<file path="config.mk">
export PLATFORM = sky130hd
export DESIGN_NAME = sys_ctrl
export DESIGN_NICKNAME = d
export VERILOG_FILES = /design/src/soc_pkg.sv /design/src/sys_ctrl.sv
export VERILOG_INCLUDE_DIRS = /design/src
export SDC_FILE = /design/constraint.sdc
export NUM_CORES = 1
export LEC_CHECK = 0
export BUFFER_PORTS_ARGS = -buffer_cell sky130_fd_sc_hd__buf_2
export CORE_UTILIZATION = 40
export CTS_CLUSTER_DIAMETER = 200
export DETAILED_ROUTE_END_ITERATION = 10
export HOLD_SLACK_MARGIN = 0.02
export PLACE_DENSITY = 0.76
export SLEW_MARGIN = 20
export SYNTH_ARGS = -nofsm -noshare
export SYNTH_HDL_FRONTEND = slang
export SYNTH_SLANG_ARGS = --single-unit
</file>
<file path="constraint.sdc">
create_clock -name clk -period 2 [get_ports clk]
set_input_delay 0.4 -clock clk [delete_from_list [all_inputs] [get_ports clk]]
set_output_delay 0.4 -clock clk [all_outputs]
set_load 0.02 [all_outputs]
</file>
<file path="src/soc_defines.svh">
`ifndef SOC_DEFINES_SVH
`define SOC_DEFINES_SVH

// ---------------------------------------------------------------------------
// Address map
// ---------------------------------------------------------------------------

// Area prefix, address bits 31:30
`define AREA_ROM          2'h0
`define AREA_RAM          2'h1
`define AREA_RESERVED     2'h2
`define AREA_MMIO         2'h3

// MMIO core prefix, address bits 29:24
`define CORE_FW_RAM       6'h10
`define CORE_SYS_CTRL     6'h3f

// ---------------------------------------------------------------------------
// Memory sizes and fixed values
// ---------------------------------------------------------------------------

// Word address widths
`define RAM_ADDR_BITS     10
`define FW_RAM_ADDR_BITS  8

// Read-only name word, "soc1" in ASCII
`define SYS_NAME_WORD     32'h736f6331

`endif

</file>
<file path="src/soc_pkg.sv">
package soc_pkg;

  // -------------------------------------------------------------------------
  // Bus structs
  // -------------------------------------------------------------------------

  // CPU request, a write when any strobe is set
  typedef struct packed {
    logic        valid;
    logic [31:0] addr;
    logic [31:0] wdata;
    logic [3:0]  wstrb;
  } mem_req_t;

  // Request to one target, word addressed
  typedef struct packed {
    logic        cs;
    logic [3:0]  we;
    logic [15:0] addr;
    logic [31:0] wdata;
  } core_req_t;

  // Answer of one target
  typedef struct packed {
    logic [31:0] rdata;
    logic        ready;
  } core_rsp_t;

  // -------------------------------------------------------------------------
  // Select and register encodings
  // -------------------------------------------------------------------------

  typedef enum logic [1:0] {
    SEL_NONE     = 2'd0,
    SEL_RAM      = 2'd1,
    SEL_FW_RAM   = 2'd2,
    SEL_SYS_CTRL = 2'd3
  } target_sel_t;

  // System control word addresses
  typedef enum logic [15:0] {
    REG_NAME     = 16'h0000,
    REG_APP_MODE = 16'h0008,
    REG_LED      = 16'h0009,
    REG_SCRATCH  = 16'h0010
  } sys_reg_t;

endpackage

</file>
<file path="src/sys_ctrl.sv">
`timescale 1ns/100ps
`include "soc_defines.svh"

module sys_ctrl import soc_pkg::*; (
  input  logic      clk,
  input  logic      reset_n,
  input  core_req_t req,
  output core_rsp_t rsp,
  output logic      app_mode,
  output logic      led_r,
  output logic      led_g,
  output logic      led_b
);

  sys_reg_t    reg_addr;
  logic        wr_en;
  logic        app_mode_reg;
  logic [2:0]  led_reg;
  logic [31:0] scratch_reg;

  assign reg_addr = sys_reg_t'(req.addr);
  assign wr_en    = req.cs && (|req.we);

  // ---------------------------------------------------------------------------
  // Control registers
  // ---------------------------------------------------------------------------
  always_ff @(posedge clk) begin
    if (!reset_n) begin
      app_mode_reg <= 1'b0;
      led_reg      <= 3'b000;
    end else if (wr_en) begin
      case (reg_addr)
        // Sticky until reset
        REG_APP_MODE: if (|req.wdata) app_mode_reg <= 1'b1;
        REG_LED:      led_reg <= req.wdata[2:0];
        default:      ;
      endcase
    end
  end

  // Scratch word, byte strobed
  always_ff @(posedge clk) begin
    if (wr_en && reg_addr == REG_SCRATCH) begin
      for (int i = 0; i < 4; i++) begin
        if (req.we[i]) begin
          scratch_reg[8*i +: 8] <= req.wdata[8*i +: 8];
        end
      end
    end
  end

  // Read mux
  always_comb begin
    case (reg_addr)
      REG_NAME:     rsp.rdata = `SYS_NAME_WORD;
      REG_APP_MODE: rsp.rdata = {31'h0, app_mode_reg};
      REG_LED:      rsp.rdata = {29'h0, led_reg};
      REG_SCRATCH:  rsp.rdata = scratch_reg;
      default:      rsp.rdata = 32'h0;
    endcase
    rsp.ready = req.cs;
  end

  assign app_mode = app_mode_reg;

  // Bit 0 red, bit 1 green, bit 2 blue
  assign led_r = led_reg[0];
  assign led_g = led_reg[1];
  assign led_b = led_reg[2];

endmodule

</file>
Yosys cells after proc, flatten, opt, wreduce, memory -nomap -nowiden

Cells that the tools add are included.

Multiplexer cells: 1
Divide/modulo/power cells: 0
$lt $le $gt $ge: 0
Reduce and logical (&&, ||, !) cells: 11
Shift operators: 0
Bitwise operators: 0
Equality and inequality tests: 3
$mul: 0
Add/sub/neg operators: 0

Operators by type and width:

| kind                                                                    | number |
|---|---|
| 32-bit one-hot mux with 4 select lines                                  | 1 |
| 16-bit by 4-bit equality test with 1-bit output (second input constant) | 2 |
| 32-bit OR reduction                                                     | 1 |
| 16-bit by 5-bit equality test with 1-bit output (second input constant) | 1 |
| 16-bit logical NOT                                                      | 1 |
| 2-bit AND reduction                                                     | 5 |
| 4-bit OR reduction                                                      | 1 |
| 3-bit AND reduction                                                     | 1 |
| 1-bit logical AND                                                       | 2 |

Bits in registers: 36
Input port bits: 55
Latch bits: 0
Memory bits (writable): 0
ROM bits: 0
Memories kept: 0

Longest topological paths before layout

Depth after elaboration: 4
Gate-level depth with buffers: 5
Depth with buffers taken out: 4

Worst setup path after synthesis

No wires, ideal clock.

Path type: in2out
Start: input port req[37] (netlist bit)
End: output port rsp[10] (netlist bit)
Path buffers: 1
Cell stages on the path: 5
Slack: 0.091 ns
Arrival time: 1.509 ns
Cells stage by stage: nor4_4 nand4_4 nor2_4 buf_6 o21a_1

RTL lines:

| what            | line          | text |
|---|---|---|
| start, declared | sys_ctrl.sv:7 | `input core_req_t req,` |
| end, declared   | sys_ctrl.sv:8 | `output core_rsp_t rsp,` |

==> impl_metrics.ini <==
[hold_path]
hold_path.class = input port to register

[power]
worst_ir_drop_vdd_uv = 283
comb_power_share_pct = 8.0
switching_share_pct = 20.4
seq_power_share_pct = 56.6
p_int_mw = 1.15
p_per_area_nw_per_um2 = 567
leakage_nw = 1.09
p_sw_uw = 294
clock_power_share_pct = 35.4

[global_routing]
track_usage_pct = 20.0
grt_max_degree = 18
grt_pass1_wl_mm = 6.22
antenna_found_initial = 0
grt_pass1_vias = 1406
gr-total-overflow = 0

[cts]
cts_buffer_depth = 2
h-tree-depth = 2
clkSinkCount = 36
numCtsBuffers = 5
cts_tree = built
clock_latency_ns = 0.28
clk_pin_slew_worst_paths_ns = 0.06
root_buffer = clkbuf_8

[setup_path]
crit_fanout = 9
worstPathRequired_ns = 1.60
cp-end-kind = output port
worstSetupPathType = input port to output port
arrival_ns = 1.69
worst_setup_path_start_kind = input port

[synth]
yosys.area.top_type_share_pct = 58.1
synth.avg_cell_area_sq_um = 13.8
synthAdderAreaFrac_pct = 0
synthesis.nets = 175
synth_top_family_by_area = simple AND/OR/NAND/NOR gates
ys_warn_count = 0
netlist_instances = 120
muxShareOfSynthArea_pct = 0
ys_seq_elements = 36
synthXorXnorAreaFrac_pct = 0
ys_seq_area_share_pct = 62.9
synth_top_area_cell = edfxtp_1
yosys.area_share.simple_pct = 21.0
syn_area_sq_um = 1650
synth-compound-area-share_pct = 13.1
yosys-top-cells-area = edfxtp_1 58%, o21a_1 7.7%, and2_1 4.9%
synth.distinct_cells = 28

[detailed_routing]
drt-wirelength-per-cell_um = 15.1
drc_errors = 0
ant_nets = 0
drt_iter0_drc = 73
vias = 1429
dr.pass1.iters = 4
viasPerCell = 5.09
routed_wl_mm = 4.24

[run_status]
violations = setup timing
outcome = finished with violations

[die]
die-area_sq_um = 4400
fp.dieW_um = 66.3
die_y_um = 66.3
start_util_pct = 41.7
core_area_sq_um = 3970
num_io_pins = 92
rows = 23

[sta]
worst_pin_slew_ns = 0.354
fin_skew_ns = 0
fin_crit_ns = 2.09
fmaxAchievable_mhz = 478
hold_ws_ns = 0.306
max-slew-margin-rel_pct = 76.2
setup_slack_ns = -0.0933
setup_viol = 32
period_share_pct = 105
rsz0062_at_grt = yes
hold_violations = 0
finalMaxSlewViolations = 0

[cells_and_area]
mostFrequentLayoutCell = buf_2
stdcell_area_sq_um = 2550
drive_gt1_share_pct = 53.2
post-route-util_pct = 64.1
final_cell_mix = 67 x buf_2, 32 x edfxtp_1, 23 x buf_6
largest_reg_flops = 32
n_fill_cell = 315
area_growth_pct = 53.9
layout.nets = 285
finalNonFillerCells = 281
antenna_cells = 0

[placement]
placed_area_sq_um = 2270
port_buffers = 91
placed_cells = 271
dpl.hpwl_mm = 3.14
pre_cts_ws_ns = -0.140
place.gp.congestion = 0.770

[run]
maxCapViolCount = 0
[worst max-delay path, stage by stage]
cell	delay [ns]
buf_6	0.10
nor4_4	0.39
nand4_4	0.19
nor3_4	0.16
buf_4	0.17
and2_1	0.13
buf_2	0.16
[Yosys cell counts]
cell type and instances:
o41a_1 1, and2_1 13, nor2b_1 1, nand4_4 1, edfxtp_1 32, buf_4 1, o21ai_0 3, and4_1 2
nor2_1 2, clkinv_1 1, nor3_1 1, a32o_1 2, nor2_4 1, dfxtp_1 4, nand4_1 6, nor3_4 1
o32ai_1 1, nand3_1 2, a21oi_1 5, inv_1 3, o2bb2ai_1 1, nor4_1 8, nor3_2 1, clkbuf_1 1
and3_1 5, nor4_4 2, o21a_1 17, buf_6 2
[path summary, 6_finish.rpt]
path / slack, ns / startpoint / cells past startpoint / end
max reg2reg: 1.20 / led_reg[0] / 2 / led_reg[0]
min: 0.31 / req[15] / 1 / scratch_reg[15]
min reg2reg: 0.50 / app_mode / 2 / app_mode
max: -0.09 / req[37] / 7 / rsp[27]
[power by group through the flow]
stage / Combinational (mW) / Clock (mW) / Sequential (mW)
global route: 0.125 / 0.548 / 0.816
floorplan: 0.0241 / 0 / 0.833
global placement: 0.106 / 0 / 0.833
finish: 0.115 / 0.511 / 0.817
CTS: 0.111 / 0.525 / 0.817
detailed placement: 0.108 / 0 / 0.833
[area by class of cell]
class / instances / area, sq um / area share [%]
multi-input combinational: 76 / 591 / 23.2
clock inverter: 1 / 3.75 / 0.147
tap: 50 / 62.6 / 2.46
timing repair buffer: 107 / 747 / 29.3
inverter: 4 / 15.0 / 0.590
clock buffer: 7 / 86.3 / 3.39
sequential: 36 / 1040 / 40.9
[routing by layer]
layer | share of wire [%] | vias up | global-route usage, % | wire [um]
met1 | 39 | 653 | 22.5 | 1670
met4 | 0.64 | 0 | 9.31 | 27
met2 | 53 | 79 | 34.8 | 2260
li1 | - | 695 | - | -
met3 | 6.9 | 2 | 5.52 | 292
met5 | 0 | - | 0 | 0
[cells by family after synthesis]
family          Yosys count
simple gates             46
flops                    36
compound gates           30
buf+inv                   8
[stage by stage]
step | setup TNS (ns) | total power [mW]
floorplan | 0 | 0.857
global placement | -3.81 | 0.939
detailed placement | -6.04 | 0.942
CTS | -2.51 | 1.45
global route | -4.07 | 1.49
finish | -2.24 | 1.44
[repair_timing]
action	CTS	global route
hold buffers	0	0
pin swaps	4	3
endpoints found under the setup margin	32	32
resized for setup	41	8
setup buffers	0	2
No activity file was read; power rests on OpenSTA's default activity.
