`config.mk`:
```
export PLATFORM = sky130hd
export DESIGN_NAME = mem_decoder
export DESIGN_NICKNAME = d
export VERILOG_FILES = /design/src/soc_pkg.sv /design/src/mem_decoder.sv
export VERILOG_INCLUDE_DIRS = /design/src
export SDC_FILE = /design/constraint.sdc
export NUM_CORES = 1
export LEC_CHECK = 0
export BUFFER_PORTS_ARGS = -buffer_cell sky130_fd_sc_hd__clkbuf_2
export CAP_MARGIN = 20
export CORE_AREA = 2 2 89 91
export DETAILED_ROUTE_END_ITERATION = 10
export DIE_AREA = 0 0 91 93
export GPL_ROUTABILITY_DRIVEN = 0
export PLACE_DENSITY_LB_ADDON = 0.08
export SYNTH_ARGS = -nofsm -noshare
export SYNTH_HDL_FRONTEND = slang
export SYNTH_SLANG_ARGS = --single-unit
```
`constraint.sdc`:
```
create_clock -name vclk -period 0.8
set_input_delay 0 -clock vclk [all_inputs]
set_output_delay 0 -clock vclk [all_outputs]
set_load 0.01 [all_outputs]
```
`src/soc_defines.svh`:
```
`ifndef SOC_DEFINES_SVH
`define SOC_DEFINES_SVH

// ---------------------------------------------------------------------------
// Address map
// ---------------------------------------------------------------------------

// Area prefix, address bits 31:30
`define AREA_ROM          2'h0
`define AREA_RAM          2'h1
`define AREA_RESERVED     2'h2
`define AREA_MMIO         2'h3

// MMIO core prefix, address bits 29:24
`define CORE_FW_RAM       6'h10
`define CORE_SYS_CTRL     6'h3f

// ---------------------------------------------------------------------------
// Memory sizes and fixed values
// ---------------------------------------------------------------------------

// Word address widths
`define RAM_ADDR_BITS     10
`define FW_RAM_ADDR_BITS  8

// Read-only name word, "soc1" in ASCII
`define SYS_NAME_WORD     32'h736f6331

`endif

```
`src/soc_pkg.sv`:
```
package soc_pkg;

  // -------------------------------------------------------------------------
  // Bus structs
  // -------------------------------------------------------------------------

  // CPU request, a write when any strobe is set
  typedef struct packed {
    logic        valid;
    logic [31:0] addr;
    logic [31:0] wdata;
    logic [3:0]  wstrb;
  } mem_req_t;

  // Request to one target, word addressed
  typedef struct packed {
    logic        cs;
    logic [3:0]  we;
    logic [15:0] addr;
    logic [31:0] wdata;
  } core_req_t;

  // Answer of one target
  typedef struct packed {
    logic [31:0] rdata;
    logic        ready;
  } core_rsp_t;

  // -------------------------------------------------------------------------
  // Select and register encodings
  // -------------------------------------------------------------------------

  typedef enum logic [1:0] {
    SEL_NONE     = 2'd0,
    SEL_RAM      = 2'd1,
    SEL_FW_RAM   = 2'd2,
    SEL_SYS_CTRL = 2'd3
  } target_sel_t;

  // System control word addresses
  typedef enum logic [15:0] {
    REG_NAME     = 16'h0000,
    REG_APP_MODE = 16'h0008,
    REG_LED      = 16'h0009,
    REG_SCRATCH  = 16'h0010
  } sys_reg_t;

endpackage

```
`src/mem_decoder.sv`:
```
`timescale 1ns/100ps
`include "soc_defines.svh"

module mem_decoder import soc_pkg::*; (
  input  mem_req_t    bus_req,
  input  logic        bus_ready,
  output core_req_t   ram_req,
  output core_req_t   fw_req,
  output core_req_t   ctrl_req,
  output target_sel_t sel
);

  logic [1:0] area_prefix;
  logic [5:0] core_prefix;
  logic       new_req;
  core_req_t  base_req;

  assign area_prefix = bus_req.addr[31:30];
  assign core_prefix = bus_req.addr[29:24];

  // Ready still high means the current request was already answered
  assign new_req = bus_req.valid && !bus_ready;

  // Shared fields, word address from bit 2 up
  always_comb begin
    base_req.cs    = 1'b0;
    base_req.we    = bus_req.wstrb;
    base_req.addr  = bus_req.addr[17:2];
    base_req.wdata = bus_req.wdata;
  end

  // ---------------------------------------------------------------------------
  // Prefix decode
  // ---------------------------------------------------------------------------
  always_comb begin
    ram_req  = base_req;
    fw_req   = base_req;
    ctrl_req = base_req;
    // No new request, select rests on the data RAM with its cs low
    sel      = SEL_RAM;

    if (new_req) begin
      sel = SEL_NONE;
      case (area_prefix)
        `AREA_RAM: begin
          ram_req.cs = 1'b1;
          sel        = SEL_RAM;
        end
        `AREA_MMIO: begin
          if (core_prefix == `CORE_FW_RAM) begin
            fw_req.cs = 1'b1;
            sel       = SEL_FW_RAM;
          end else if (core_prefix == `CORE_SYS_CTRL) begin
            ctrl_req.cs = 1'b1;
            sel         = SEL_SYS_CTRL;
          end
        end
        // ROM and reserved areas are unmapped here
        `AREA_ROM, `AREA_RESERVED: sel = SEL_NONE;
        default: sel = SEL_NONE;
      endcase
    end
  end

endmodule

```
# == Word-level counts from Yosys, hierarchy flattened ==
# Index checks and enable logic that the tools add are counted.
# totals
register_bits,0
input_bits,70
out_inout_bits,161
# op_classes
eq_ne,5
muxes,13
n_reduce_logical,4
# ops
op,n
$mux 1,9
$eq 6x5->1 const B,1
$eq 6x6->1 const B,1
$mux 2,3
$pmux 2 s3,1
$eq 2x2->1 const B,2
$eq 2x1->1 const B,1
$logic_not 2->1,1
$reduce_or 2->1,1
$logic_and 1x1->1,1
$logic_not 1->1,1

# == Depth between registers and ports, before layout ==
# Gate-level depths: netlist of run 1.
# depth
word_depth,5
mapped_depth,3
ltp_nobuf,3

# == Worst setup path before layout of run 1 ==
# No wires, ideal clock.
# synth_path
kind,input to output
start,input bus_ready
end,output fw_req[52] (netlist name)
arrival_ns,0.568
required_ns,0.800
slack_ns,0.232
stages,3
path_cell_list,and2b_2 nand4_1 nor2_1
# synth_rtl
item,line_no,rtl
start: declaration,mem_decoder.sv:6,"input logic bus_ready,"
end: declaration,mem_decoder.sv:8,"output core_req_t fw_req,"

# == Final worst setup path of run 1 ==
# layout_path
start,input bus_req[61] (netlist name)
end,output sel[1]
# layout_via
elab_chain_cells,5
elab_cells_between_ends,6
# layout_lines
item,line_no,rtl
start: declaration,mem_decoder.sv:5,"input mem_req_t bus_req,"
$eq 6x6->1 (no source line),-,
$mux 2,mem_decoder.sv:53,end else if (core_prefix == `CORE_SYS_CTRL) begin
$mux 2 (*),mem_decoder.sv:50,if (core_prefix == `CORE_FW_RAM) begin
$pmux 2 s3 (*),mem_decoder.sv:44,case (area_prefix)
$mux 2 (*),mem_decoder.sv:42,if (new_req) begin
end: declaration,mem_decoder.sv:10,output target_sel_t sel
# Every way passes the cells marked *; elsewhere a longest branch is shown, timed or not.

==> impl_metrics.tcl, run 1 <==
set metrics [dict create \
    synth_nets 240 \
    setup_ws_ns 0.0485 \
    antennaDiodeCount 0 \
    crit_chain "buf_8 > nor4_4 > nand2b_1 > a21oi_2 > buf_2" \
    fin_util_pct 4.52 \
    hold_viol_final 0 \
    grt_usage_pct 2.54 \
    syn_area_per_cell_um2 7.46 \
    drv_cap 0 \
    die_y_um 93 \
    layout_commonest_cell "clkbuf_2" \
    ys_types 12 \
    fillCellCount 938 \
    die_x_um 91 \
    power_leakage_uw 0.000109 \
    grt_max_degree 5 \
    cp_data_arrival_time_ns 0.75 \
    ys_seq_area_share_pct 0 \
    first_pass_iters 2 \
    yosys_warnings 0 \
    antenna_found_initial 0 \
    fmax_mhz 1330 \
    power_density_nw_per_um2 239 \
    ctsHoldBuffers 0 \
    synth_cells 170 \
    final_cells 133 \
    pin_count 231 \
    synth.cell_area_um2 1270 \
    worstSetupStartpointType "input port" \
    critPathKind "in2out" \
    wl_per_cell_um 9.81 \
    hp-class "in2out" \
    fin_tns_setup_ns 0 \
    dp_slack_ns 0.00973 \
    fp-row-count 32 \
    crit_slowest_cell "nor4_4" \
    dp.cells 133 \
    core_region_area_um2 7530 \
    viasPerCell 2.03 \
    postRouteAntennaNets 0 \
    start_util_pct 16.9 \
    grt_overflow 0 \
    ff_latch_area_um2 0 \
    cts_setup_buffers 0 \
    nNetsFinal 103 \
    endpoint_kind "output pin" \
    drc_errors 0 \
    cp_max_fo 2 \
    worst_pin_slew_ns 0.182 \
    max_stage_delay_ns 0.25 \
    drive_gt1_share_pct 74.2 \
    dieArea_um2 8460 \
    grt_pass1_vias 323 \
    hold_depth 0 \
    rsz0062_at_grt "yes" \
    clock_buffers 0 \
    vdd_ir_drop_max_mv 0.0583 \
    slew_headroom_pct 87.8 \
    multi_input_area_um2 103 \
    setup_viol 0 \
    drt_iter0_markers 2 \
    syn2layout_area_growth_pct -73.2 \
    cts_resized 0 \
    fin_crit_sh_pct 93.9 \
    nFlopsAndLatches 0 \
    fin_crit_ns 0.752 \
    drv_slew 0 \
    portBuffers 15 \
    dpl.hpwl_um 1110 \
    via_count 270 \
    worstPathRequired_ns 0.80 \
    outcome "finished, final reports clean" \
    grt_pass1_wl_um 1760 \
    most-common-layout-cells "clkbuf_2, nor2_1, nand2_1, buf_2, buf_4" \
    routed_wl_um 1310 \
]
cell families (layout without fill, tap and decap cells):
group / count (synthesis) / after routing / synth area share (%)
buf+inv: 157 / 18 / 92.6
simple gates: 11 / 11 / 5.52
compound gates: 2 / 2 / 1.87
metrics by stage:
step	power [uW]	cell area, um2	hold slack, ns
2_1_floorplan	825	1270	0.0475
3_3_place_gp	73.4	315	0.000132
3_5_place_dp	70.3	315	0.000132
4_1_cts	70.5	315	0.000132
5_1_grt	89.1	340	0.0000297
6_report	81.4	340	0.00000588
cells in the mapped netlist:
library cell  count  share of area, %
a21oi_2           1              0.69
and2b_2           1              0.69
and3_2            1              0.59
buf_4           156                92
inv_1             1              0.30
nand2_1           2              0.59
nand2b_1          1              0.49
nand3_2           1              0.79
nand4_1           1              0.49
nor2_1            3              0.89
nor4_2            1              0.99
o221ai_2          1               1.2
layout make-up:
type | instances | area share (%)
Multi-Input combinational cell | 13 | 30.1
Tap cell | 102 | 37.5
Inverter | 1 | 1.10
Timing Repair Buffer | 17 | 31.3
final timing paths:
kind / startpoint / endpoint / slack [ns]
worst max-delay path: bus_req[61] / sel[1] / 0.05
worst min-delay path: bus_req[34] / ram_req[30] / 0.000006
routing by layer:
layer	track usage (%)	up-vias	share of wire, %
li1	-	86	-
met1	0.828	91	11
met2	3.58	53	39
met3	2.18	40	32
met4	5.93	0	17
met5	0	-	0
report_power, final:
part           internal (uW)  total, uW  switching (uW)
sequential                 0          0               0
clock                      0          0               0
combinational           46.1       81.4            35.3
total                   46.1       81.4            35.3
critical path, delay by kind of cell:
family	cells	cell delay (ns)
compound gates	1	0.14
buf+inv	2	0.24
simple gates	2	0.37
Power figures use the tool's default switching activity.
==> run 2, diff against run 1 <==
--- a/config.mk
+++ b/config.mk
@@ -13,6 +13,7 @@
 export DIE_AREA = 0 0 91 93
 export GPL_ROUTABILITY_DRIVEN = 0
 export PLACE_DENSITY_LB_ADDON = 0.08
+export SETUP_SLACK_MARGIN = 0.15
 export SYNTH_ARGS = -nofsm -noshare
 export SYNTH_HDL_FRONTEND = slang
 export SYNTH_SLANG_ARGS = --single-unit
==> run 2 against run 1 <==
Net effect:
- count of clock-buffer cells in the layout unchanged
- sequential share of layout area stayed put
- cell count did not move
- worst setup slack better by 0.0090 ns
- fmax increased by 1.2%
- largest cell class unchanged
- largest power group unchanged
==> impl_metrics.tcl, run 2 (same netlist as run 1, synthesis figures left out) <==
set metrics [dict create \
    portBuffers 15 \
    syn2layout_area_growth_pct -70.8 \
    nFlopsAndLatches 0 \
    power_density_nw_per_um2 257 \
    dieArea_um2 8460 \
    wl_met2_um 522 \
    hold_viol_final 0 \
    vdd_ir_drop_max_mv 0.0776 \
    cts_setup_buffers 0 \
    path_buf_inv 2 \
    most-common-layout-cells "clkbuf_2, buf_2, buf_6" \
    grt_usage_pct 2.54 \
    fin_tns_setup_ns 0 \
    fillCellCount 933 \
    cp_data_arrival_time_ns 0.74 \
    worstSetupStartpointType "input port" \
    max_stage_delay_ns 0.25 \
    antennaDiodeCount 0 \
    nNetsFinal 103 \
    grt_pass1_wl_um 1760 \
    highest_layer "met4" \
    pin_count 231 \
    slew_headroom_pct 87.7 \
    postRouteAntennaNets 0 \
    antenna_found_initial 0 \
    dpl.hpwl_um 1110 \
    die_y_um 93 \
    drv_cap 0 \
    rsz0062_at_grt "yes" \
    grt_pass1_vias 323 \
    power_leakage_uw 0.000114 \
    first_pass_iters 2 \
    path_delay_family "simple AND/OR/NAND/NOR gates" \
    core_region_area_um2 7530 \
    via_count 267 \
    drive_gt1_share_pct 74.2 \
    start_util_pct 16.9 \
    crit_chain "buf_8 > nor4_4 > nand2b_1 > a21oi_2 > buf_2" \
    clock_buffers 0 \
    worstPathRequired_ns 0.80 \
    outcome "finished, final reports clean" \
    drt_iter0_markers 4 \
    ff_latch_area_um2 0 \
    grt_overflow 0 \
    cp_max_fo 2 \
    fin_crit_ns 0.743 \
    drv_slew 0 \
    grt_max_degree 5 \
    wl_per_cell_um 9.96 \
    viasPerCell 2.01 \
    setup_viol 0 \
    critPathKind "in2out" \
    fp-row-count 32 \
    dr_wl_met3_um 418 \
    crit_slowest_cell "nor4_4" \
    hp-class "in2out" \
    drc_errors 0 \
    fmax_mhz 1350 \
    fin_util_pct 4.92 \
    fin_crit_sh_pct 92.8 \
    endpoint_kind "output pin" \
    worst_pin_slew_ns 0.183 \
    m1WireLength_um 161 \
    routed_wl_um 1330 \
    die_x_um 91 \
]
==> run 2: what timing repair did <==
action | CTS | global route
hold buffers | 0 | 0
pin swaps | 5 | 6
gates resized for setup | 0 | 18
endpoints found under the setup margin | 5 | 5
==> run 2: routing by layer <==
metal / track usage (%) / vias to the layer above
met1: 0.828 / 87
met3: 2.18 / 40
met4: 5.93 / 0
li1: - / 87
met2: 3.58 / 53
met5: 0 / -
==> run 2: layout make-up <==
class              count  area (um2)  area share, %
repair buffers        17         125           33.8
well taps            102         128           34.5
inverters              1        3.75           1.01
multi-input cells     13         114           30.7
==> run 2: path summary, 6_finish.rpt <==
path              depth (start not counted)  slack (ns)          end   startpoint
hold / removal                            0    0.000006  ram_req[30]  bus_req[34]
setup / recovery                          5        0.06       sel[1]  bus_req[61]
==> run 2: report_power, final <==
group          switching [uW]  total [uW]  internal [uW]
Clock                       0           0              0
Sequential                  0           0              0
Combinational            38.5        95.2           56.7
==> run 2: through the flow <==
| step | setup WS [ns] | instances | hold slack, ns | total power, uW | instance area [um2] |
|---|---|---|---|---|---|
| floorplan | 0.232 | 170 | 0.0475 | 825 | 1270 |
| global placement | -0.0132 | 133 | 0.000132 | 73.4 | 315 |
| global route | 0.00669 | 133 | 0.0000297 | 103 | 370 |
| CTS | 0.0243 | 133 | 0.000132 | 70.6 | 315 |
| detailed placement | 0.00973 | 133 | 0.000132 | 70.3 | 315 |
| finish | 0.0575 | 133 | 0.00000588 | 95.2 | 370 |
