**src/soc_defines.svh**
```systemverilog
`ifndef SOC_DEFINES_SVH
`define SOC_DEFINES_SVH

// ---------------------------------------------------------------------------
// Address map
// ---------------------------------------------------------------------------

// Area prefix, address bits 31:30
`define AREA_ROM          2'h0
`define AREA_RAM          2'h1
`define AREA_RESERVED     2'h2
`define AREA_MMIO         2'h3

// MMIO core prefix, address bits 29:24
`define CORE_FW_RAM       6'h10
`define CORE_SYS_CTRL     6'h3f

// ---------------------------------------------------------------------------
// Memory sizes and fixed values
// ---------------------------------------------------------------------------

// Word address widths
`define RAM_ADDR_BITS     10
`define FW_RAM_ADDR_BITS  8

// Read-only name word, "soc1" in ASCII
`define SYS_NAME_WORD     32'h736f6331

`endif

```
**src/soc_pkg.sv**
```systemverilog
package soc_pkg;

  // -------------------------------------------------------------------------
  // Bus structs
  // -------------------------------------------------------------------------

  // CPU request, a write when any strobe is set
  typedef struct packed {
    logic        valid;
    logic [31:0] addr;
    logic [31:0] wdata;
    logic [3:0]  wstrb;
  } mem_req_t;

  // Request to one target, word addressed
  typedef struct packed {
    logic        cs;
    logic [3:0]  we;
    logic [15:0] addr;
    logic [31:0] wdata;
  } core_req_t;

  // Answer of one target
  typedef struct packed {
    logic [31:0] rdata;
    logic        ready;
  } core_rsp_t;

  // -------------------------------------------------------------------------
  // Select and register encodings
  // -------------------------------------------------------------------------

  typedef enum logic [1:0] {
    SEL_NONE     = 2'd0,
    SEL_RAM      = 2'd1,
    SEL_FW_RAM   = 2'd2,
    SEL_SYS_CTRL = 2'd3
  } target_sel_t;

  // System control word addresses
  typedef enum logic [15:0] {
    REG_NAME     = 16'h0000,
    REG_APP_MODE = 16'h0008,
    REG_LED      = 16'h0009,
    REG_SCRATCH  = 16'h0010
  } sys_reg_t;

endpackage

```
**src/rsp_mux.sv**
```systemverilog
`timescale 1ns/100ps

module rsp_mux import soc_pkg::*; (
  input  logic        clk,
  input  logic        reset_n,
  input  target_sel_t sel,
  input  core_rsp_t   ram_rsp,
  input  core_rsp_t   fw_rsp,
  input  core_rsp_t   ctrl_rsp,
  output logic [31:0] bus_rdata,
  output logic        bus_ready
);

  core_rsp_t picked;

  // Unmapped access answers at once with zero data
  always_comb begin
    case (sel)
      SEL_RAM:      picked = ram_rsp;
      SEL_FW_RAM:   picked = fw_rsp;
      SEL_SYS_CTRL: picked = ctrl_rsp;
      default:      picked = '{rdata: 32'h0, ready: 1'b1};
    endcase
  end

  // ---------------------------------------------------------------------------
  // Response register
  // ---------------------------------------------------------------------------
  // Idle select points at a target without cs, so ready and data stay low
  always_ff @(posedge clk) begin
    if (!reset_n) begin
      bus_rdata <= 32'h0;
      bus_ready <= 1'b0;
    end else begin
      bus_rdata <= picked.ready ? picked.rdata : 32'h0;
      bus_ready <= picked.ready;
    end
  end

endmodule

```
**config.mk**
```make
export PLATFORM = sky130hd
export DESIGN_NAME = rsp_mux
export DESIGN_NICKNAME = d
export VERILOG_FILES = /design/src/soc_defines.svh /design/src/soc_pkg.sv /design/src/rsp_mux.sv
export SDC_FILE = /design/constraint.sdc
export NUM_CORES = 1
export LEC_CHECK = 0
export BUFFER_PORTS_ARGS = -buffer_cell sky130_fd_sc_hd__buf_2
export CAP_MARGIN = 20
export CORE_UTILIZATION = 36
export DETAILED_ROUTE_END_ITERATION = 8
export PLACE_DENSITY_LB_ADDON = 0.12
export SLEW_MARGIN = 30
export SYNTH_ARGS = -nofsm -noshare
export SYNTH_HDL_FRONTEND = slang
export SYNTH_SLANG_ARGS = --single-unit
```
**constraint.sdc**
```tcl
create_clock -name clk -period 1.8 [get_ports clk]
set_clock_uncertainty 0.15 [all_clocks]
set_input_delay 0.36 -clock clk [delete_from_list [all_inputs] [get_ports clk]]
set_output_delay 0.36 -clock clk [all_outputs]
set_load 0.03 [all_outputs]
```
==> After elaboration in Yosys (flattened, before gate mapping) <==
Cells that the tools add are included.
{ "op_classes": {"eq_ne": 3, "mux": 1, "reduce_logical": 1} }
{ "ops": {"columns": ["cell", "count"], "rows": [
  ["33-bit one-hot mux with 3 select lines", 1],
  ["2-bit equality test, second input constant", 2],
  ["2-bit by 1-bit equality test with 1-bit output, second input constant", 1],
  ["2-bit AND reduction", 1]
]} }
{ "totals": {"reg_bits": 33, "input_bits": 103, "output_inout_bits": 33, "elab_cells": 7} }

==> Depth between registers and ports, before layout <==
Gate-level depths: netlist of the first run.
{ "logic_depth": {"depth_word": 3, "mapped_depth": 6} }

==> Least setup slack after synthesis of the first run <==
No wires, ideal clock.
{ "synth_path": {"path_type": "input port to flip-flop", "from": "input sel[0]", "to": "register bus_rdata[0]", "t_arrival_ns": 1.303, "required_ns": 1.585, "setup_slack_ns": 0.282, "stages": 6, "path_cell_list": "buf_6 nor2b_4 buf_6 a221o_4 buf_6 nor2_1"} }
{ "synth_between": {"elab_chain_len": 3, "word_cells_on_any_way": 5} }
{ "synth_rtl": {"columns": ["item", "line", "rtl"], "rows": [
  ["start, declared", "rsp_mux.sv:6", "input target_sel_t sel,"],
  ["2-bit equality test or 2-bit by 1-bit equality test with 1-bit output (tied branches)", "rsp_mux.sv:18", "case (sel)"],
  ["33-bit one-hot mux with 3 select lines (*)", "rsp_mux.sv:18", null],
  ["2-bit AND reduction (no source line)", null, null],
  ["end signal, assigned", "rsp_mux.sv:35", "bus_rdata <= picked.ready ? picked.rdata : 32'h0;"],
  ["end, declared", "rsp_mux.sv:10", "output logic [31:0] bus_rdata,"]
]} }
Every way passes the cells marked *; elsewhere a longest branch is shown, timed or not.
A chain may end at the register's enable or synchronous reset.

==> Worst setup path in the final report of the first run <==
{ "layout_path": {"from": "input sel[0]", "to": "register bus_rdata[23]"} }
Same word-level chain as after synthesis.

==> results of run 1 <==
==> metal layers <==
metal,routed length [um],GRT usage (%),up-vias
met5,0,0,-
met4,23,5.59,0
met3,289,5.24,2
met2,2170,32.6,71
met1,1600,19.8,697
li1,-,-,800
==> state kept, by name, summed over array words and instances, names as in the netlist <==
name,count
bus_rdata,32
bus_ready,1
==> final cells by class <==
cell class	count	area (um^2)
clock buffers	7	86.3
fillers	411	1740
inverters	3	11.3
multi-input cells	99	766
flip-flops and latches	33	661
well taps	50	62.6
repair buffers	141	733
==> cells in the final DEF (no fill, tap or decap) <==
master / instances
a221o_4: 1
a22oi_1: 32
inv_1: 3
mux2_2: 32
mux2i_1: 1
clkbuf_1: 1
buf_12: 1
nor2_1: 32
buf_4: 5
nor2b_4: 1
buf_2: 135
clkbuf_8: 6
dfxtp_1: 33
==> cell families (layout without fill, tap and decap cells) <==
kind of cell,Yosys count,in the layout
AO/OA/AOI/OAI,33,33
buffers and inverters,18,151
flip-flops,33,33
multiplexers,33,33
AND/OR/NAND/NOR,33,33
==> through the flow <==
stage	hold WS, ns	utilization [%]	area [um^2]	setup slack (ns)	std cells
global route	0.185	57.2	2320	0.388	333
finish	0.188	57.2	2320	0.450	333
CTS	0.183	57.2	2320	0.430	333
global placement	0.459	55.0	2230	0.203	326
detailed placement	0.464	55.0	2230	0.151	326
floorplan	0.370	-	1540	0.282	150
==> worst min path at each step <==
| stage | to | cells past startpoint |
|---|---|---|
| floorplan | bus_rdata[26]$_SDFF_PN0_ | 2 |
| global placement | bus_rdata[22]$_SDFF_PN0_ | 3 |
| detailed placement | bus_rdata[25]$_SDFF_PN0_ | 3 |
| CTS | bus_rdata[22]$_SDFF_PN0_ | 3 |
| global route | bus_rdata[5]$_SDFF_PN0_ | 3 |
| finish | bus_rdata[16]$_SDFF_PN0_ | 3 |
==> report_power, final <==
group / switching (mW) / total (mW) / internal [mW]
combinational: 0.225 / 0.433 / 0.209
sequential: 0.00905 / 0.782 / 0.772
clock: 0.226 / 0.528 / 0.303
==> results_dict.tcl, run 1 <==
set metrics [dict create \
    via_per_inst 4.71 \
    yosys-top-cells-area "dfxtp_1 (43%), mux2_2 (23%), a22oi_1 (16%), nor2_1 (7.8%), buf_6 (3.7%)" \
    drc 0 \
    cts_hold_buf 0 \
    arrival_ns 1.40 \
    track_usage_pct 17.9 \
    clk_pin_slew_ns 0.06 \
    hold_start "ram_rsp[17]" \
    final-max-slew-violation-count 0 \
    synth_warnings 0 \
    synth.most_common_cell "dfxtp_1" \
    crit_path_end "bus_rdata[23]$_SDFF_PN0_" \
    post-dp-hpwl_um 3150 \
    synth-simple-area-share_pct 8.71 \
    wl_per_cell_um 12.2 \
    synth_top_area_share_pct 43.0 \
    io_pins 136 \
    cts_buffer_depth 2 \
    insertedDiodeCount 0 \
    place_congestion 0.703 \
    rsz0062_at_grt "no" \
    grt_overflow 0 \
    synth_top_family_by_area "multiplexers" \
    synth-compound-area-share_pct 17.0 \
    ys_async_sr_fraction_pct 0 \
    setup_violations 0 \
    worstPathRequired_ns 1.85 \
    grt_pass1_vias 1399 \
    via_count 1570 \
    start_util_pct 37.9 \
    synth-xor-area-share_pct 0 \
    syn_inst 150 \
    synth_top_flop_cell "dfxtp_1" \
    max-cap-violations 0 \
    fmax_mhz 741 \
    syn_area_per_cell_um2 10.2 \
    status "finished clean" \
    post_cts_resized 0 \
    die_x_um 67.3 \
    grt_max_degree 34 \
    dieArea_um2 4530 \
    num_rows 23 \
    synth_largest_area_cell "dfxtp_1" \
    critical_path_depth 4 \
    synth.cell_area_um2 1540 \
    synth_edf_count 0 \
    ys_ff_latch 33 \
    cp-end-kind "register" \
    synth_fa_ha_area_share_pct 0 \
    power_mw 1.74 \
    max_stage_delay_ns 0.60 \
    tightest_slew_ns 0.347 \
    htree_levels 2 \
    dr.pass1.iters 4 \
    min_period_ns 1.35 \
    hp-class "primary input to register" \
    muxShareOfSynthArea_pct 24.1 \
    slew-limit-headroom_pct 76.9 \
    worst_path_max_delay_cell "a221o_4" \
    drive_above_1_share_pct 64.0 \
    cts_setup_buffers 0 \
    clock_sinks 33 \
    first_iter_violations 105 \
    area_growth_pct 51.0 \
    cts_tree "yes" \
    setup_tns_ns 0 \
    numCtsBuffers 5 \
    synthTopCellsByCount "dfxtp_1 (33), a22oi_1 (32), mux2_2 (32), nor2_1 (32), clkbuf_1 (6)" \
    fin_crit_sh_pct 75.0 \
    path_max_fanout 33 \
    final_hold_viol_count 0 \
    nNetsFinal 386 \
    finalWirelength_um 4070 \
    crit_chain "buf_2 > mux2i_1 > a221o_4 > nor2_1" \
    antenna_found_initial 0 \
    ant_nets 0 \
    portBuffers 135 \
    die_y_um 67.3 \
    cp_num_buf_inv 1 \
    power.density_nw_per_um2 751 \
    grt_pass1_wl_um 6070 \
    syn_nets 253 \
    synth-seq-area-share_pct 43.0 \
    ys_types 11 \
    core_um2 4060 \
    start_kind "primary input" \
    setup.worst_path.start "sel[0]" \
    peakVddDrop_v 0.000564 \
    p_leak_nw 1.22 \
    worst-setup-path-type "primary input to register" \
    cts_root_buf "clkbuf_8" \
    cpLargestDelayFamily "compound AO/OA/AOI/OAI gates" \
]
No activity file was read; power rests on OpenSTA's default activity.
==> run 2: changes to the inputs <==
--- a/config.mk
+++ b/config.mk
@@ -7,7 +7,7 @@
 export LEC_CHECK = 0
 export BUFFER_PORTS_ARGS = -buffer_cell sky130_fd_sc_hd__buf_2
 export CAP_MARGIN = 20
-export CORE_UTILIZATION = 36
+export CORE_UTILIZATION = 34
 export DETAILED_ROUTE_END_ITERATION = 8
 export PLACE_DENSITY_LB_ADDON = 0.12
 export SLEW_MARGIN = 30
==> constraint.sdc (replaced) <==
create_clock -name clk -period 1.22 [get_ports clk]
set_clock_uncertainty 0.15 [all_clocks]
set_input_delay 0.244 -clock clk [delete_from_list [all_inputs] [get_ports clk]]
set_output_delay 0.244 -clock clk [all_outputs]
set_load 0.03 [all_outputs]
==> run 2 against run 1 <==
Setup slack got worse by 0.41 ns; global-route usage shrank 0.75 points; largest cell class unchanged; combinational power grew 48%; critical endpoint is now bus_rdata[21]; flip-flop and latch count unchanged; total power up 44%; sequential power increased by 47%; via count stayed put; cell count is 0.30% higher; die area grew 5.7%.
==> results_dict.tcl, run 2 (synthesized netlist as in run 1, its figures left out) <==
set metrics [dict create \
    antenna_found_initial 0 \
    peakVddDrop_v 0.000486 \
    path_max_fanout 1 \
    wl_per_cell_um 12.2 \
    portBuffers 135 \
    slew-limit-headroom_pct 76.9 \
    cts_buffer_depth 2 \
    setup_tns_ns 0 \
    use_met1_pct 19.2 \
    start_util_pct 35.3 \
    worst_path_max_delay_cell "dfxtp_1" \
    power.density_nw_per_um2 1080 \
    insertedDiodeCount 0 \
    drc 0 \
    grt_overflow 0 \
    worstPathRequired_ns 0.83 \
    hp-class "primary input to register" \
    nNetsFinal 386 \
    cts_tree "yes" \
    post_cts_resized 0 \
    grt_pass1_wl_um 6540 \
    min_period_ns 1.18 \
    grt-busiest-layer "met2" \
    clk_pin_slew_ns 0.06 \
    final_common_cell "buf_2" \
    final-max-slew-violation-count 0 \
    die_y_um 69.2 \
    area_growth_pct 50.8 \
    cts_setup_buffers 0 \
    regMostFlops "bus_rdata" \
    start_kind "register" \
    worst-setup-path-type "register to primary output" \
    fmax_mhz 846 \
    arrival_ns 0.79 \
    drive_above_1_share_pct 64.5 \
    power_frac_seq_pct 46.0 \
    via_count 1570 \
    hold_start "ram_rsp[4]" \
    final_hold_viol_count 0 \
    ant_nets 0 \
    reg_top3 "bus_rdata (32), bus_ready (1)" \
    grt_max_degree 34 \
    via_per_inst 4.70 \
    htree_levels 2 \
    grt_pass1_vias 1465 \
    crit_chain "buf_2" \
    first_iter_violations 71 \
    place_ws_ns -0.295 \
    cts_hold_buf 0 \
    largest_reg_flops 32 \
    power.internal_mw 1.82 \
    dieArea_um2 4790 \
    cpLargestDelayFamily "flip-flops" \
    io_pins 136 \
    status "finished clean" \
    tightest_slew_ns 0.347 \
    max-cap-violations 0 \
    p_leak_nw 1.21 \
    die_x_um 69.2 \
    setup_violations 0 \
    clock_sinks 33 \
    cp_num_buf_inv 1 \
    final_cell_mix "buf_2 (133), dfxtp_1 (33), mux2_2 (32), a22oi_1 (32), nor2_1 (31)" \
    pwr-share-clk_pct 28.5 \
    cp-end-kind "primary output" \
    dr.pass1.iters 5 \
    swShare_pct 27.4 \
    rsz0062_at_grt "no" \
    numCtsBuffers 5 \
    fin_ws_ns 0.0378 \
    gr-usage-met2_pct 29.0 \
    finalWirelength_um 4060 \
    setup.worst_path.start "bus_rdata[21]$_SDFF_PN0_" \
    track_usage_pct 17.2 \
    power_frac_comb_pct 25.5 \
    use_met3_pct 7.41 \
    fin_crit_sh_pct 96.9 \
    core_um2 4350 \
    fill_cells 430 \
    num_rows 24 \
    cts_root_buf "clkbuf_8" \
    max_stage_delay_ns 0.32 \
    switchingPower_uw 686 \
    post-dp-hpwl_um 3060 \
    place_congestion 0.722 \
]
==> run 2: cell types whose count changed in the layout (fill, tap and decap cells not counted), sizes merged <==
cell,delta
clkinv,+1
buf,-2
==> run 2: tightest hold or removal path, stage by stage <==
cell and delay [ns]:
buf_2 0.08, a22oi_1 0.06, nor2_1 0.07
==> run 2: path summary, 6_finish.rpt <==
kind / end / slack [ns] / cells after the start
hold / removal: bus_rdata[3]$_SDFF_PN0_ / 0.07 / 3
setup / recovery: bus_rdata[21] / 0.04 / 1
==> run 2: final cells by class <==
class                           instances  area [um^2]  share of cell area (%)
Clock buffer                            5         68.8                    2.97
Clock inverter                          1         5.00                   0.216
Inverter                                3         11.3                   0.486
Multi-Input combinational cell         99          768                    33.2
Sequential cell                        33          661                    28.5
Tap cell                               52         65.1                    2.81
Timing Repair Buffer                  141          738                    31.9
==> run 2: routing by layer <==
layer,vias up,routed length (um)
met3,2,316
li1,797,-
met1,695,1710
met4,0,20
met5,-,0
met2,76,2010
==> run 2: power groups by stage <==
stage | logic [mW] | registers (mW) | clock network, mW
5_1_grt | 0.699 | 1.16 | 0.802
3_3_place_gp | 0.641 | 1.17 | 0
2_1_floorplan | 0.272 | 1.31 | 0
3_5_place_dp | 0.645 | 1.18 | 0
4_1_cts | 0.646 | 1.15 | 0.756
6_report | 0.641 | 1.15 | 0.716
==> run 2: per-stage QoR <==
step           util (%)  hold WS (ns)  power, mW  std cells  instance area, um^2
5_1_grt            53.2        0.0632       2.66        334                 2320
6_report           53.2        0.0676       2.51        334                 2320
3_5_place_dp       51.4         0.348       1.82        328                 2240
4_1_cts            53.0        0.0552       2.55        334                 2310
3_3_place_gp       51.4         0.341       1.82        328                 2240
2_1_floorplan         -         0.254       1.58        150                 1540
==> run 3: changes to the inputs <==
--- a/config.mk
+++ b/config.mk
@@ -10,6 +10,7 @@
 export CORE_UTILIZATION = 34
 export DETAILED_ROUTE_END_ITERATION = 8
 export PLACE_DENSITY_LB_ADDON = 0.12
+export REMOVE_ABC_BUFFERS = 1
 export SLEW_MARGIN = 30
 export SYNTH_ARGS = -nofsm -noshare
 export SYNTH_HDL_FRONTEND = slang
==> constraint.sdc (replaced) <==
create_clock -name clk -period 1.22 [get_ports clk]
set_clock_uncertainty 0.15 [all_clocks]
set_input_delay 0.061 -clock clk [delete_from_list [all_inputs] [get_ports clk]]
set_output_delay 0.061 -clock clk [all_outputs]
set_load 0.03 [all_outputs]
==> run 3 against run 2 <==
The flow now finishes with violations (negative hold slack); critical path depth rose by 4; die area did not move; fmax rose by 0.45%; clock-buffer cell count rose by 2; sequential share of layout area fell by 6.8 points; highest routed layer unchanged; critical endpoint is now bus_rdata[5]$_SDFF_PN0_.
==> results_dict.tcl, run 3 (synthesized netlist as in run 1, its figures left out) <==
set metrics [dict create \
    status "finished with violations" \
    violations "negative hold slack" \
    setup_tns_ns 0 \
    fin_crit_sh_pct 96.5 \
    grt_max_degree 34 \
    worst_path_max_delay_cell "dlygate4sd3_1" \
    tightest_slew_ns 0.357 \
    wl_per_cell_um 13.6 \
    pwr-share-clk_pct 28.7 \
    fmax_mhz 850 \
    min_period_ns 1.18 \
    drc 0 \
    setup_violations 0 \
    grt_overflow 0 \
    ant_nets 0 \
    nNetsFinal 456 \
    final_hold_viol_count 2 \
    start_kind "primary input" \
    via_count 1875 \
    cts_setup_buffers 0 \
    dieArea_um2 4790 \
    cts_tree "yes" \
    swShare_pct 26.9 \
    htree_levels 2 \
    power_frac_comb_pct 30.1 \
    die_y_um 69.2 \
    reg_top3 "bus_rdata (32), bus_ready (1)" \
    insertedDiodeCount 0 \
    final_common_cell "buf_2" \
    slew-limit-headroom_pct 76.2 \
    hp-class "primary input to register" \
    cpLargestDelayFamily "buffers and inverters" \
    area_growth_pct 97.9 \
    dr.pass1.iters 4 \
    setup.worst_path.start "ctrl_rsp[6]" \
    portBuffers 135 \
    power.density_nw_per_um2 920 \
    grt_pass1_vias 1963 \
    final_cell_mix "buf_2 (135), dlygate4sd3_1 (68), dfxtp_1 (33), mux2_2 (32), nor2_1 (32)" \
    core_um2 4350 \
    cp_num_buf_inv 2 \
    hold_start "fw_rsp[2]" \
    critical_path_depth 5 \
    crit_chain "dlygate4sd3_1 > buf_2 > mux2_2 > a22oi_2 > nor2_1" \
    peakVddDrop_v 0.000653 \
    track_usage_pct 22.5 \
    worst-setup-path-type "primary input to register" \
    place_congestion 0.696 \
    io_pins 136 \
    finalWirelength_um 5520 \
    num_rows 24 \
    worstPathRequired_ns 1.23 \
    cp-end-kind "register" \
    final-max-slew-violation-count 0 \
    place_inst 330 \
    max_stage_delay_ns 0.54 \
    post-dp-hpwl_um 3120 \
    cts_buffer_depth 2 \
    finalNonFillerCells 405 \
    largest_reg_flops 32 \
    power.internal_mw 2.04 \
    cts_root_buf "clkbuf_8" \
    max-cap-violations 0 \
    whs_ns -0.00370 \
    grt_pass1_wl_um 8730 \
    start_util_pct 35.3 \
    power_frac_seq_pct 41.2 \
    drive_above_1_share_pct 53.8 \
    arrival_ns 1.18 \
    numCtsBuffers 5 \
    switchingPower_uw 753 \
    antenna_found_initial 0 \
    first_iter_violations 80 \
    crit_path_end "bus_rdata[5]$_SDFF_PN0_" \
    clk_pin_slew_ns 0.06 \
    regMostFlops "bus_rdata" \
    p_leak_nw 1.51 \
    power_mw 2.80 \
    die_x_um 69.2 \
    path_max_fanout 1 \
    clock_sinks 33 \
    via_per_inst 4.63 \
]
-- run 3: layout make-up --
type                    count  area (um^2)
flip-flops and latches     33          661
multi-input cells          99          801
fillers                   325         1310
repair buffers            211         1420
inverters                   3         11.3
clock buffers               7         86.3
well taps                  52         65.1
-- run 3: per-layer routing --
layer	routed length [um]	global-route usage [%]	vias to the layer above	part of all wire (%)
met3	434	5.96	13	7.9
met4	123	9.98	0	2.2
met1	2130	23.6	825	39
met2	2840	41.7	101	51
li1	-	-	936	-
met5	0	0	-	0
-- run 3: worst min path at each step --
stage / endpoint / slack (ns) / cells after the start
detailed placement: bus_rdata[0]$_SDFF_PN0_ / 0.16 / 3
finish: bus_rdata[1]$_SDFF_PN0_ / -0.004 / 4
floorplan: bus_rdata[0]$_SDFF_PN0_ / 0.06 / 2
global route: bus_rdata[0]$_SDFF_PN0_ / 0.007 / 4
global placement: bus_rdata[0]$_SDFF_PN0_ / 0.16 / 3
CTS: bus_rdata[29]$_SDFF_PN0_ / 0.0003 / 4
-- run 3: through the flow --
step	setup WS, ns	instance area, um^2	util [%]	hold WS, ns
6_report	0.0431	3040	69.8	-0.00370
5_1_grt	-0.0200	3040	69.8	0.00677
4_1_cts	0.0732	3010	69.0	0.000302
3_5_place_dp	-0.139	2240	51.4	0.165
3_3_place_gp	-0.0924	2240	51.4	0.157
2_1_floorplan	-0.0548	1440	-	0.0593
-- run 3: power by group through the flow --
stage	clock network [mW]	registers, mW	logic [mW]
floorplan	0	1.31	0.211
finish	0.803	1.15	0.842
detailed placement	0	1.18	0.647
CTS	0.835	1.15	0.814
global route	0.886	1.16	0.904
global placement	0	1.17	0.642
-- run 3: repair_timing --
item	CTS	global route
hold buffers	68	0
gates resized for setup	0	7
setup endpoints to repair	0	7
hold endpoints to repair	32	0
